==> config.mk <==
export PLATFORM = sky130hd
export DESIGN_NAME = au_top
export DESIGN_NICKNAME = d
export VERILOG_FILES = /design/src/au_pkg.sv /design/src/au_adder.sv /design/src/au_mul.sv /design/src/au_div.sv /design/src/au_ctrl.sv /design/src/au_top.sv
export SDC_FILE = /design/constraint.sdc
export NUM_CORES = 2
export LEC_CHECK = 0
export ABC_AREA = 0
export CAP_MARGIN = 25
export CORE_MARGIN = 2
export CORE_UTILIZATION = 60
export CTS_CLUSTER_SIZE = 40
export DETAILED_ROUTE_END_ITERATION = 6
export DONT_BUFFER_PORTS = 1
export GPL_ROUTABILITY_DRIVEN = 0
export PLACE_DENSITY = 0.76
export RECOVER_POWER = 25
export SLEW_MARGIN = 20
export SYNTH_ARGS = -nofsm -noshare
export SYNTH_HDL_FRONTEND = slang
export SYNTH_SLANG_ARGS = --single-unit
==> constraint.sdc <==
create_clock -name clk -period 7.7 [get_ports clk]
set_clock_uncertainty 0.1 [all_clocks]
set_input_delay 0.385 -clock clk [delete_from_list [all_inputs] [get_ports clk]]
set_output_delay 0.385 -clock clk [all_outputs]
set_load 0.03 [all_outputs]
==> src/au_pkg.sv <==
// shared widths, constants and bundle types of the arithmetic unit.
// every file reaches these through scoped names.
package au_pkg;

   // data word width of the processor.
   localparam int unsigned au_dw = 32;

   // the restoring divider retires one quotient bit per step.
   localparam int unsigned au_div_steps = au_dw;

   // width of the divider step counter.
   localparam int unsigned au_div_cw = $clog2(au_div_steps);

   // counter value of the final divider step.
   localparam logic [au_div_cw-1:0] au_div_last = au_div_cw'(au_div_steps - 1);

   // one-hot opcode, so exactly one field is set in a valid request.
   typedef struct packed {
      logic add;
      logic sub;
      logic mul;
      logic div;
      logic divu;
      logic mod;
      logic modu;
   } au_opc_t;

   // input bundle handed over by the issue logic.
   typedef struct packed {
      au_opc_t           opc;
      logic [au_dw-1:0]  operand_1;
      logic [au_dw-1:0]  operand_2;
   } au_req_t;

   // result bundle of every engine and of the unit itself.
   // carry and overflow only mean something for add and sub.
   typedef struct packed {
      logic [au_dw-1:0]  result;
      logic              carry;
      logic              overflow;
   } au_rsp_t;

endpackage

==> src/au_adder.sv <==
`timescale 1ns/1ps

// combinational adder shared by add and subtract.
module au_adder (
   input  au_pkg::au_opc_t          req_opc,
   input  logic [au_pkg::au_dw-1:0] operand_1,
   input  logic [au_pkg::au_dw-1:0] operand_2,
   output au_pkg::au_rsp_t          rsp
);

   logic                     is_sub;
   logic                     is_arith;
   logic [au_pkg::au_dw-1:0] operand_2_com;
   logic [au_pkg::au_dw:0]   sum;
   logic                     ovf;

   // subtraction is a + ~b + 1, so the carry-in equals the sub bit.
   assign is_sub        = req_opc.sub;
   assign is_arith      = req_opc.add | req_opc.sub;
   assign operand_2_com = is_sub ? ~operand_2 : operand_2;

   // one extra bit on top catches the carry-out.
   assign sum = {1'b0, operand_1} + {1'b0, operand_2_com} + {{au_pkg::au_dw{1'b0}}, is_sub};

   // overflow happens when both addends share a sign and the sum flips it.
   assign ovf = (operand_1[au_pkg::au_dw-1] == operand_2_com[au_pkg::au_dw-1]) &
                (operand_1[au_pkg::au_dw-1] ^ sum[au_pkg::au_dw-1]);

   // for subtract the raw carry-out reads as "no borrow".
   // the flags stay zero for any opcode outside add and sub.
   assign rsp.result   = sum[au_pkg::au_dw-1:0];
   assign rsp.carry    = is_arith & sum[au_pkg::au_dw];
   assign rsp.overflow = is_arith & ovf;

endmodule

==> src/au_mul.sv <==
`timescale 1ns/1ps

// two-stage pipelined multiplier that keeps the low word of the product.
module au_mul (
   input  logic                     clk,
   input  logic                     rst_n,
   input  logic                     in_valid,
   input  logic [au_pkg::au_dw-1:0] operand_1,
   input  logic [au_pkg::au_dw-1:0] operand_2,
   output logic                     out_valid,
   output au_pkg::au_rsp_t          rsp
);

   logic        s1_valid;
   logic [31:0] pp_ll;
   logic [15:0] pp_lh;
   logic [15:0] pp_hl;
   logic [15:0] pp_cross;

   // stage one forms the partial products of the 16 bit halves.
   // the high by high product lies wholly above bit 31 and is never formed.
   // only the low half of each cross product reaches the low word.
   always_ff @(posedge clk) begin
      pp_ll <= {16'b0, operand_1[15:0]} * {16'b0, operand_2[15:0]};
      pp_lh <= operand_1[15:0] * operand_2[31:16];
      pp_hl <= operand_1[31:16] * operand_2[15:0];
   end

   // the cross terms are shifted up by 16, so their carry out is dropped.
   assign pp_cross = pp_lh + pp_hl;

   // stage two sums the low word terms and registers the response.
   always_ff @(posedge clk) begin
      rsp.result   <= pp_ll + {pp_cross, 16'b0};
      rsp.carry    <= 1'b0;
      rsp.overflow <= 1'b0;
   end

   // valid walks next to the data, so two products can be in flight.
   always_ff @(posedge clk) begin
      if (!rst_n) begin
         s1_valid  <= 1'b0;
         out_valid <= 1'b0;
      end else begin
         s1_valid  <= in_valid;
         out_valid <= s1_valid;
      end
   end

endmodule

==> src/au_div.sv <==
`timescale 1ns/1ps

// iterative restoring divider for signed and unsigned quotient and remainder.
module au_div (
   input  logic                     clk,
   input  logic                     rst_n,
   input  logic                     start,
   input  logic                     is_signed,
   input  logic                     want_rem,
   input  logic [au_pkg::au_dw-1:0] operand_1,
   input  logic [au_pkg::au_dw-1:0] operand_2,
   output logic                     done,
   output au_pkg::au_rsp_t          rsp
);

   logic                         neg_a;
   logic                         neg_b;
   logic [au_pkg::au_dw-1:0]     mag_a;
   logic [au_pkg::au_dw-1:0]     mag_b;
   logic                         running;
   logic                         fin;
   logic [au_pkg::au_div_cw-1:0] cnt;
   logic [au_pkg::au_dw-1:0]     quot;
   logic [au_pkg::au_dw-1:0]     rem;
   logic [au_pkg::au_dw-1:0]     dvsr;
   logic                         q_neg;
   logic                         r_neg;
   logic                         rem_sel;
   logic                         dz;
   logic [au_pkg::au_dw:0]       rem_sh;
   logic [au_pkg::au_dw:0]       diff;
   logic [au_pkg::au_dw-1:0]     q_fix;
   logic [au_pkg::au_dw-1:0]     r_fix;

   // the engine works on magnitudes and puts the signs back at the end.
   assign neg_a = is_signed & operand_1[au_pkg::au_dw-1];
   assign neg_b = is_signed & operand_2[au_pkg::au_dw-1];
   assign mag_a = neg_a ? -operand_1 : operand_1;
   assign mag_b = neg_b ? -operand_2 : operand_2;

   // one step shifts the next dividend bit into the partial remainder.
   // a clear sign bit on the difference means the divisor fits.
   assign rem_sh = {rem, quot[au_pkg::au_dw-1]};
   assign diff   = rem_sh - {1'b0, dvsr};

   // a zero divisor yields an all ones quotient.
   // min by -1 divides the magnitude by one with both signs set, so the
   // quotient already reads as the dividend and the remainder as zero.
   // the quotient truncates toward zero and the remainder follows the dividend.
   assign q_fix = dz ? '1 : q_neg ? -quot : quot;
   assign r_fix = r_neg ? -rem : rem;

   // the step control starts, runs au_div_steps iterations and then spends
   // one finishing cycle.
   always_ff @(posedge clk) begin
      if (!rst_n) begin
         running <= 1'b0;
         fin     <= 1'b0;
         done    <= 1'b0;
         cnt     <= '0;
      end else begin
         done <= fin;
         fin  <= 1'b0;
         if (start) begin
            running <= 1'b1;
            cnt     <= '0;
         end else if (running) begin
            cnt <= cnt + 1'b1;
            if (cnt == au_pkg::au_div_last) begin
               running <= 1'b0;
               fin     <= 1'b1;
            end
         end
      end
   end

   // datapath registers load on start and shift while running.
   always_ff @(posedge clk) begin
      if (start) begin
         quot    <= mag_a;
         rem     <= '0;
         dvsr    <= mag_b;
         q_neg   <= neg_a ^ neg_b;
         r_neg   <= neg_a;
         rem_sel <= want_rem;
         dz      <= (operand_2 == '0);
      end else if (running) begin
         quot <= {quot[au_pkg::au_dw-2:0], ~diff[au_pkg::au_dw]};
         rem  <= diff[au_pkg::au_dw] ? rem_sh[au_pkg::au_dw-1:0] : diff[au_pkg::au_dw-1:0];
      end
      // the response is held in step with the done pulse.
      if (fin) begin
         rsp.result   <= rem_sel ? r_fix : q_fix;
         rsp.carry    <= 1'b0;
         rsp.overflow <= 1'b0;
      end
   end

endmodule

==> src/au_ctrl.sv <==
`timescale 1ns/1ps

// accepts requests, steers them to the engines and registers the result.
module au_ctrl (
   input  logic                     clk,
   input  logic                     rst_n,
   input  logic                     in_valid,
   input  au_pkg::au_req_t          in_req,
   output logic                     in_ready,
   input  au_pkg::au_rsp_t          add_rsp,
   input  logic                     mul_out_valid,
   input  au_pkg::au_rsp_t          mul_rsp,
   input  logic                     div_done,
   input  au_pkg::au_rsp_t          div_rsp,
   output au_pkg::au_opc_t          add_opc,
   output logic [au_pkg::au_dw-1:0] oper_1,
   output logic [au_pkg::au_dw-1:0] oper_2,
   output logic                     mul_start,
   output logic                     div_start,
   output logic                     div_signed,
   output logic                     div_rem,
   output logic                     out_valid,
   output au_pkg::au_rsp_t          out_rsp
);

   logic            accept;
   logic            is_add;
   logic            is_mul;
   logic            is_div;
   logic            div_busy;
   logic            s1_valid;
   logic            s2_valid;
   au_pkg::au_rsp_t s1_rsp;
   au_pkg::au_rsp_t s2_rsp;

   // a request is taken when valid meets ready.
   assign accept = in_valid & in_ready;
   assign is_add = in_req.opc.add | in_req.opc.sub;
   assign is_mul = in_req.opc.mul;
   assign is_div = in_req.opc.div | in_req.opc.divu | in_req.opc.mod | in_req.opc.modu;

   // only a running divide holds off new requests.
   assign in_ready = ~div_busy;

   // the engines see the operands straight from the input.
   // each one acts only on its own start strobe.
   assign add_opc    = in_req.opc;
   assign oper_1     = in_req.operand_1;
   assign oper_2     = in_req.operand_2;
   assign mul_start  = accept & is_mul;
   assign div_start  = accept & is_div;
   assign div_signed = in_req.opc.div | in_req.opc.mod;
   assign div_rem    = in_req.opc.mod | in_req.opc.modu;

   // adder results pass two stages here to line up with the multiplier.
   always_ff @(posedge clk) begin
      s1_rsp <= add_rsp;
      s2_rsp <= s1_rsp;
   end

   always_ff @(posedge clk) begin
      if (!rst_n) begin
         s1_valid  <= 1'b0;
         s2_valid  <= 1'b0;
         div_busy  <= 1'b0;
         out_valid <= 1'b0;
      end else begin
         s1_valid <= accept & is_add;
         s2_valid <= s1_valid;
         // busy falls on the same edge that presents the divide result.
         if (div_start) begin
            div_busy <= 1'b1;
         end else if (div_done) begin
            div_busy <= 1'b0;
         end
         out_valid <= s2_valid | mul_out_valid | div_done;
      end
   end

   // at most one source is valid in a cycle, so the order here is arbitrary.
   always_ff @(posedge clk) begin
      if (div_done) begin
         out_rsp <= div_rsp;
      end else if (mul_out_valid) begin
         out_rsp <= mul_rsp;
      end else if (s2_valid) begin
         out_rsp <= s2_rsp;
      end
   end

endmodule

==> src/au_top.sv <==
`timescale 1ns/1ps

// arithmetic unit of the execute stage.
// the control block feeds the three engines and merges their results.
module au_top (
   input  logic            clk,
   input  logic            rst_n,
   input  logic            in_valid,
   input  au_pkg::au_req_t in_req,
   output logic            in_ready,
   output logic            out_valid,
   output au_pkg::au_rsp_t out_rsp
);

   au_pkg::au_rsp_t          add_rsp;
   au_pkg::au_rsp_t          mul_rsp;
   au_pkg::au_rsp_t          div_rsp;
   au_pkg::au_opc_t          add_opc;
   logic [au_pkg::au_dw-1:0] oper_1;
   logic [au_pkg::au_dw-1:0] oper_2;
   logic                     mul_start;
   logic                     mul_out_valid;
   logic                     div_start;
   logic                     div_signed;
   logic                     div_rem;
   logic                     div_done;

   au_ctrl u_ctrl (
      .clk           (clk),
      .rst_n         (rst_n),
      .in_valid      (in_valid),
      .in_req        (in_req),
      .in_ready      (in_ready),
      .add_rsp       (add_rsp),
      .mul_out_valid (mul_out_valid),
      .mul_rsp       (mul_rsp),
      .div_done      (div_done),
      .div_rsp       (div_rsp),
      .add_opc       (add_opc),
      .oper_1        (oper_1),
      .oper_2        (oper_2),
      .mul_start     (mul_start),
      .div_start     (div_start),
      .div_signed    (div_signed),
      .div_rem       (div_rem),
      .out_valid     (out_valid),
      .out_rsp       (out_rsp)
   );

   // the adder is purely combinational.
   au_adder u_adder (
      .req_opc   (add_opc),
      .operand_1 (oper_1),
      .operand_2 (oper_2),
      .rsp       (add_rsp)
   );

   au_mul u_mul (
      .clk       (clk),
      .rst_n     (rst_n),
      .in_valid  (mul_start),
      .operand_1 (oper_1),
      .operand_2 (oper_2),
      .out_valid (mul_out_valid),
      .rsp       (mul_rsp)
   );

   au_div u_div (
      .clk       (clk),
      .rst_n     (rst_n),
      .start     (div_start),
      .is_signed (div_signed),
      .want_rem  (div_rem),
      .operand_1 (oper_1),
      .operand_2 (oper_2),
      .done      (div_done),
      .rsp       (div_rsp)
   );

endmodule

# [Yosys cells after proc, flatten, opt, wreduce, memory -nomap -nowiden]
# Index checks and enable logic that the tools add are counted.
[word_totals] reg_bits=344 inputBits=74 wordCells=96
[op_classes] add_sub_neg=10 mul=3 eq_ne=2 mux=19 bitwise=24 reduce_logical=7
[op_table] cell="$mux W32" n=10
[op_table] cell="$neg A32 Y32" n=4
[op_table] cell="$mux W34" n=3
[op_table] cell="$add A32 B32 Y33" n=1
[op_table] cell="$add A33 B1 Y33" n=1
[op_table] cell="$sub A33 B32 Y33" n=1
[op_table] cell="$add A32 B32 Y32" n=1
[op_table] cell="$logic_not A32 Y1" n=1
[op_table] cell="$mul A16 B16 Y16" n=2
[op_table] cell="$mul A16 B16 Y32" n=1
[op_table] cell="$not A32 Y32" n=1
[op_table] cell="$add A16 B16 Y16" n=1
[op_table] cell="$and A1 B1 Y1" n=9
[op_table] cell="$or A1 B1 Y1" n=8
[op_table] cell="$mux W1" n=6
[op_table] cell="$add A5 B1 Y5 const B" n=1
[op_table] cell="$eq A5 B5 Y1 const B" n=1
[op_table] cell="$not A1 Y1" n=4
[op_table] cell="$reduce_bool A2 Y1" n=2
[op_table] cell="$reduce_or A2 Y1" n=2
[op_table] cell="$reduce_bool A3 Y1" n=1
[op_table] cell="$reduce_or A3 Y1" n=1
[op_table] cell="$xor A1 B1 Y1" n=2
[op_table] cell="$eq A1 B1 Y1" n=1

# [Logic depth before layout (Yosys ltp)]
[logic_depth] ltp_word=7 ltp_mapped=24 ltp_nobuf=22

# [Modules after synthesis]
# From an unflattened synthesis, not the netlist that was laid out.
[hier_totals] cells_unflattened=3913 hier_area_um2=35521.6
[by_module_without_submodules] module="au_mul" n_inst=1 cells_each=2205 area_per_inst_um2=19600.0
[by_module_without_submodules] module="au_div" n_inst=1 cells_each=1058 area_per_inst_um2=9718.1
[by_module_without_submodules] module="au_ctrl" n_inst=1 cells_each=306 area_per_inst_um2=3806.2
[by_module_without_submodules] module="au_adder" n_inst=1 cells_each=344 area_per_inst_um2=2397.3

# [Least setup slack after synthesis]
# No wires, ideal clock.
[synth_path] path_type="input to register" startpoint="in in_req[1] (netlist name)" endpoint="reg u_mul.pp_ll[22]" setup_time_ns=0.072 t_arrival_ns=5.993 required_time_ns=7.528 slack_ns=1.534 cell_stages=21 path_buffers=2 cell_sequence="clkbuf_1 -> clkbuf_1 -> nand2_1 -> fa_1 -> fa_1 -> fa_1 -> fa_1 -> inv_1 -> fa_1 -> inv_1 -> fa_1 -> inv_1 -> ha_1 -> nor2b_1 -> o31a_1 -> nor3_1 -> nand2_1 -> a31oi_1 -> o21ai_0 -> o41ai_1 -> xnor2_1"
[synth_between] elab_chain_len=1
[synth_lines] item="from (decl)" line="au_top.sv:9" rtl="input au_pkg::au_req_t in_req,"
[synth_lines] item="$mul A16 B16 Y32" line="au_mul.sv:24" rtl="pp_ll <= {16'b0, operand_1[15:0]} * {16'b0, operand_2[15:0]};"
[synth_lines] item="to (signal assigned)" line="au_mul.sv:24"
[synth_lines] item="to (decl)" line="au_mul.sv:15" rtl="logic [31:0] pp_ll;"
# No other way between the ends.
# A chain may end at the register's enable or synchronous reset.

# [Worst setup path in the final report]
[layout_path] startpoint="in in_req[4] (netlist name)" endpoint="reg u_mul.pp_ll[31]"
# Same word-level chain as after synthesis.

==> metrics.md <==
| Metric | Value |
|---|---|
| Number of clock sinks | 344 |
| Largest vdd supply drop | 0.699 mV |
| Met3 Track Usage GR | 7.63% |
| Share of the cycle needed by the critical path after routing | 75.6% |
| Post-synth EDFFs | 134 |
| Number of standard-cell rows in the floorplan | 87 |
| Failing checks | negative hold slack, max-capacitance violations, max-slew violations |
| Count of input and output buffers | 0 |
| Number of global-route vias before repair | 26300 |
| Detailed placer's ending HPWL | 67300 um |
| Routed length per placed instance | 20.9 um |
| Number of buffers between clock root and the deepest sink | 3 |
| DRC Markers | 0 |
| Data arrival time of the worst path | 6.22 ns |
| Design area | 0.0363 mm^2 |
| Sort of element at the start of the critical path | input port |
| Floorplan die height | 243 um |
| Final Power | 0.0160 W |
| Area growth from synthesis to final layout | 5.97% |
| Combined area of all synthesized cells | 0.0342 mm^2 |
| Most used flip-flop cell after synthesis | sky130_fd_sc_hd__dfxtp_1 |
| Worst Max-Slew Pin Slew | 2.81 ns |
| Count of TritonRoute iterations in the first routing pass | 6 |
| Fraction of final layout cells sized beyond drive strength 1 | 2.74% |
| WP data required | 8.10 ns |
| Clock latency reported for the late side of the worst-skew pair | 0.57 ns |
| Worst reg-to-reg path cell count | 18 |
| Hold slack | -0.000847 ns |
| Synth async-reset ratio | 0% |
| Fraction of synthesized cell area taken by the top area cell type | 20.9% |
| LEAKAGE | 16.6 nW |
| Result of the run | complete, but fails checks |
| Cell area reported after detailed placement | 0.0346 mm^2 |
| Type of the worst setup path | input port to register |
| Post-CTS Setup Bufs | 0 |
| Cell types with the largest area share after synthesis | sky130_fd_sc_hd__fa_1 (21%), sky130_fd_sc_hd__dfxtp_1 (12%), sky130_fd_sc_hd__edfxtp_1 (12%), sky130_fd_sc_hd__ha_1 (11%), sky130_fd_sc_hd__inv_1 (5.8%) |
| Min Tclk post-route | 5.82 ns |
| Critical Path Sink Type | register |
| Max-Cap Viols | 4 |
| Sequential-to-total area share from yosys stat | 24.0% |
| Synth area leader | sky130_fd_sc_hd__fa_1 |
| Final wirelength | 92800 um |
| Clock Pin Slew Worst Setup and Hold Paths | 0.05 ns |
| Largest fanout on the critical path | 32 |
| Total negative slack for setup checks | 0 ns |
| Antenna violations before repair | 7 |
| ANT nets after route | 0 |
| Floorplan die width | 243 um |
| Count of pins on the block boundary | 110 |
| Most frequent standard cell in the layout excluding fill and tap cells | sky130_fd_sc_hd__inv_1 |
| Met1 routing resource usage after global routing | 41.3% |
| Std-Cell Core Area | 0.0564 mm^2 |
| Final net count | 4386 |
| Global-route wire length before repair | 148000 um |
| Number of fill cells in the layout | 4667 |
| Met2 demand-to-capacity share in global routing | 51.6% |
| 1st-iter DRT viols | 2265 |
| Min-Delay Path Depth | 2 |
| Smallest setup slack after layout | 1.88 ns |
| Max-slew violations | 154 |
| Distinct cell type count after synthesis | 73 |
| All-Layer GR Usage | 32.2% |
| Clock Root Buffer | sky130_fd_sc_hd__clkbuf_16 |
| Total power density per cell area | 440 mW/mm^2 |
| Most frequent cells in the layout | sky130_fd_sc_hd__inv_1 (531), sky130_fd_sc_hd__nand2_1 (445), sky130_fd_sc_hd__fa_1 (358) |
| Unrepaired setup endpoints after global routing | no |
| Tightest Hold Check Type | input port to register |
| Die Outline Area | 0.0590 mm^2 |
| Post-detailed-route via-to-cell ratio | 5.89 |
| Number of vias after detailed routing | 26200 |
| Final hold violation count | 1 |
| Headroom to the max-slew limit | -87.3% |
| Mapped Nets | 4474 |
| CTS tree | yes |
| Number of CTS-inserted buffers | 39 |
| Initial cell density of the core | 60.7% |
| Highest-utilization routing layer at the global route stage | met2 |
| Number of standard cells after synthesis | 3740 |
| Highest achievable clock rate | 0.172 GHz |
| H-tree levels | 2 |
| Pin count of the biggest net entering global routing | 89 |
| Count of final setup violators | 0 |
| Post-synthesis sequential element count | 344 |
| DP Worst Slack | 1.41 ns |
| Remaining global-route overflow | 0 |
| Number of warning messages in the yosys log | 0 |
| Avg Cell Area, Syn | 9.15 um^2 |
-- through the flow --
stage,std cells,util (%),hold WS (ns)
after floorplan,3740,-,0.210
after CTS,4437,64.3,0.000533
final,4439,64.3,-0.000847
after global routing,4438,64.3,0.00471
after global placement,4323,61.3,0.210
after detailed placement,4325,61.4,0.212
-- state kept, by name, indices dropped and copies added, names as in the netlist, 5 cells and up --
signal          flops
u_mul.pp_lh        16
u_ctrl.out_rsp     34
u_div.quot         32
u_div.rsp          32
u_div.cnt           5
u_mul.rsp          32
u_div.dvsr         32
u_ctrl.s1_rsp      34
u_ctrl.s2_rsp      34
u_div.rem          32
u_mul.pp_ll        32
u_mul.pp_hl        16
-- cell families (layout without fill, tap and decap cells) --
group	count (synthesis)	count (layout)	synth area share, %
AOI/OAI and AO/OA	567	567	10.7
xor gates and xnor gates	336	336	8.60
adders and majority gates	660	660	32.0
buffers and inverters	718	660	7.91
DFF	344	344	24.0
muxes	49	49	1.44
other	0	1	0
and+or+nand+nor	1066	1066	15.3
-- critical path, stage by stage --
cell                       delay (ns)
sky130_fd_sc_hd__and2_1          0.16
sky130_fd_sc_hd__fa_1            0.54
sky130_fd_sc_hd__inv_1           0.05
sky130_fd_sc_hd__fa_1            0.46
sky130_fd_sc_hd__fa_1            0.52
sky130_fd_sc_hd__fa_1            0.56
sky130_fd_sc_hd__inv_1           0.05
sky130_fd_sc_hd__fa_1            0.47
sky130_fd_sc_hd__inv_1           0.05
sky130_fd_sc_hd__fa_1            0.48
sky130_fd_sc_hd__inv_1           0.04
sky130_fd_sc_hd__ha_1            0.34
sky130_fd_sc_hd__and4_1          0.18
sky130_fd_sc_hd__and2_1          0.17
sky130_fd_sc_hd__a211oi_1        0.67
sky130_fd_sc_hd__o21a_1          0.21
sky130_fd_sc_hd__o221ai_1        0.21
sky130_fd_sc_hd__a211oi_1        0.28
sky130_fd_sc_hd__o21bai_1        0.09
sky130_fd_sc_hd__a21oi_1         0.17
sky130_fd_sc_hd__xnor2_1         0.13
-- routing by layer --
metal	share of wire (%)	vias to the layer above
met5	0.066	-
met4	4.9	10
met3	9.7	316
met2	46	1229
met1	39	12600
li1	-	12000
-- cell usage after synthesis (48+ instances only) --
master / number
sky130_fd_sc_hd__dfxtp_1: 210
sky130_fd_sc_hd__nor2_1: 140
sky130_fd_sc_hd__nand2_1: 445
sky130_fd_sc_hd__xnor2_1: 185
sky130_fd_sc_hd__mux2i_1: 48
sky130_fd_sc_hd__edfxtp_1: 134
sky130_fd_sc_hd__ha_1: 302
sky130_fd_sc_hd__xor2_1: 151
sky130_fd_sc_hd__fa_1: 358
sky130_fd_sc_hd__clkbuf_1: 168
sky130_fd_sc_hd__inv_1: 532
sky130_fd_sc_hd__and2_1: 255
sky130_fd_sc_hd__o21ai_0: 155
sky130_fd_sc_hd__a21oi_1: 126
-- report_power, final --
part	switching [W]	internal [W]
clock network	0.000798	0.00107
registers	0.000364	0.00257
logic	0.00651	0.00466
total	0.00767	0.00831
-- area by class of cell --
class	count	area, um^2	area share [%]
Clock buffer	49	1040	2.88
Multi-Input combinational cell	2678	23300	64.3
Antenna cell	1	2.50	0.00690
Timing Repair Buffer	57	513	1.41
Clock inverter	22	224	0.617
Tap cell	756	946	2.61
Sequential cell	344	8230	22.7
Inverter	532	2000	5.51
-- worst paths after layout --
| path | start | slack (ns) | endpoint |
|---|---|---|---|
| setup / recovery | in_req[4] | 1.88 | u_mul.pp_ll[31]$_DFF_P_ |
| hold / removal | in_req[45] | -0.0008 | u_div.quot[13]$_DFFE_PP_ |
| setup reg to reg | u_mul.pp_hl[0]$_DFF_P_ | 2.68 | u_mul.rsp[33]$_DFF_P_ |
| hold reg to reg | u_ctrl.s1_rsp[27]$_DFF_P_ | 0.22 | u_ctrl.s2_rsp[27]$_DFF_P_ |
-- what timing repair did --
| item | CTS | global route |
|---|---|---|
| endpoints found under the setup margin | 0 | 0 |
| hold buffers | 41 | 0 |
| gates resized for setup | 0 | 0 |
| hold endpoints to repair | 55 | 0 |
Note: power is estimated with default switching activity, not from simulation.
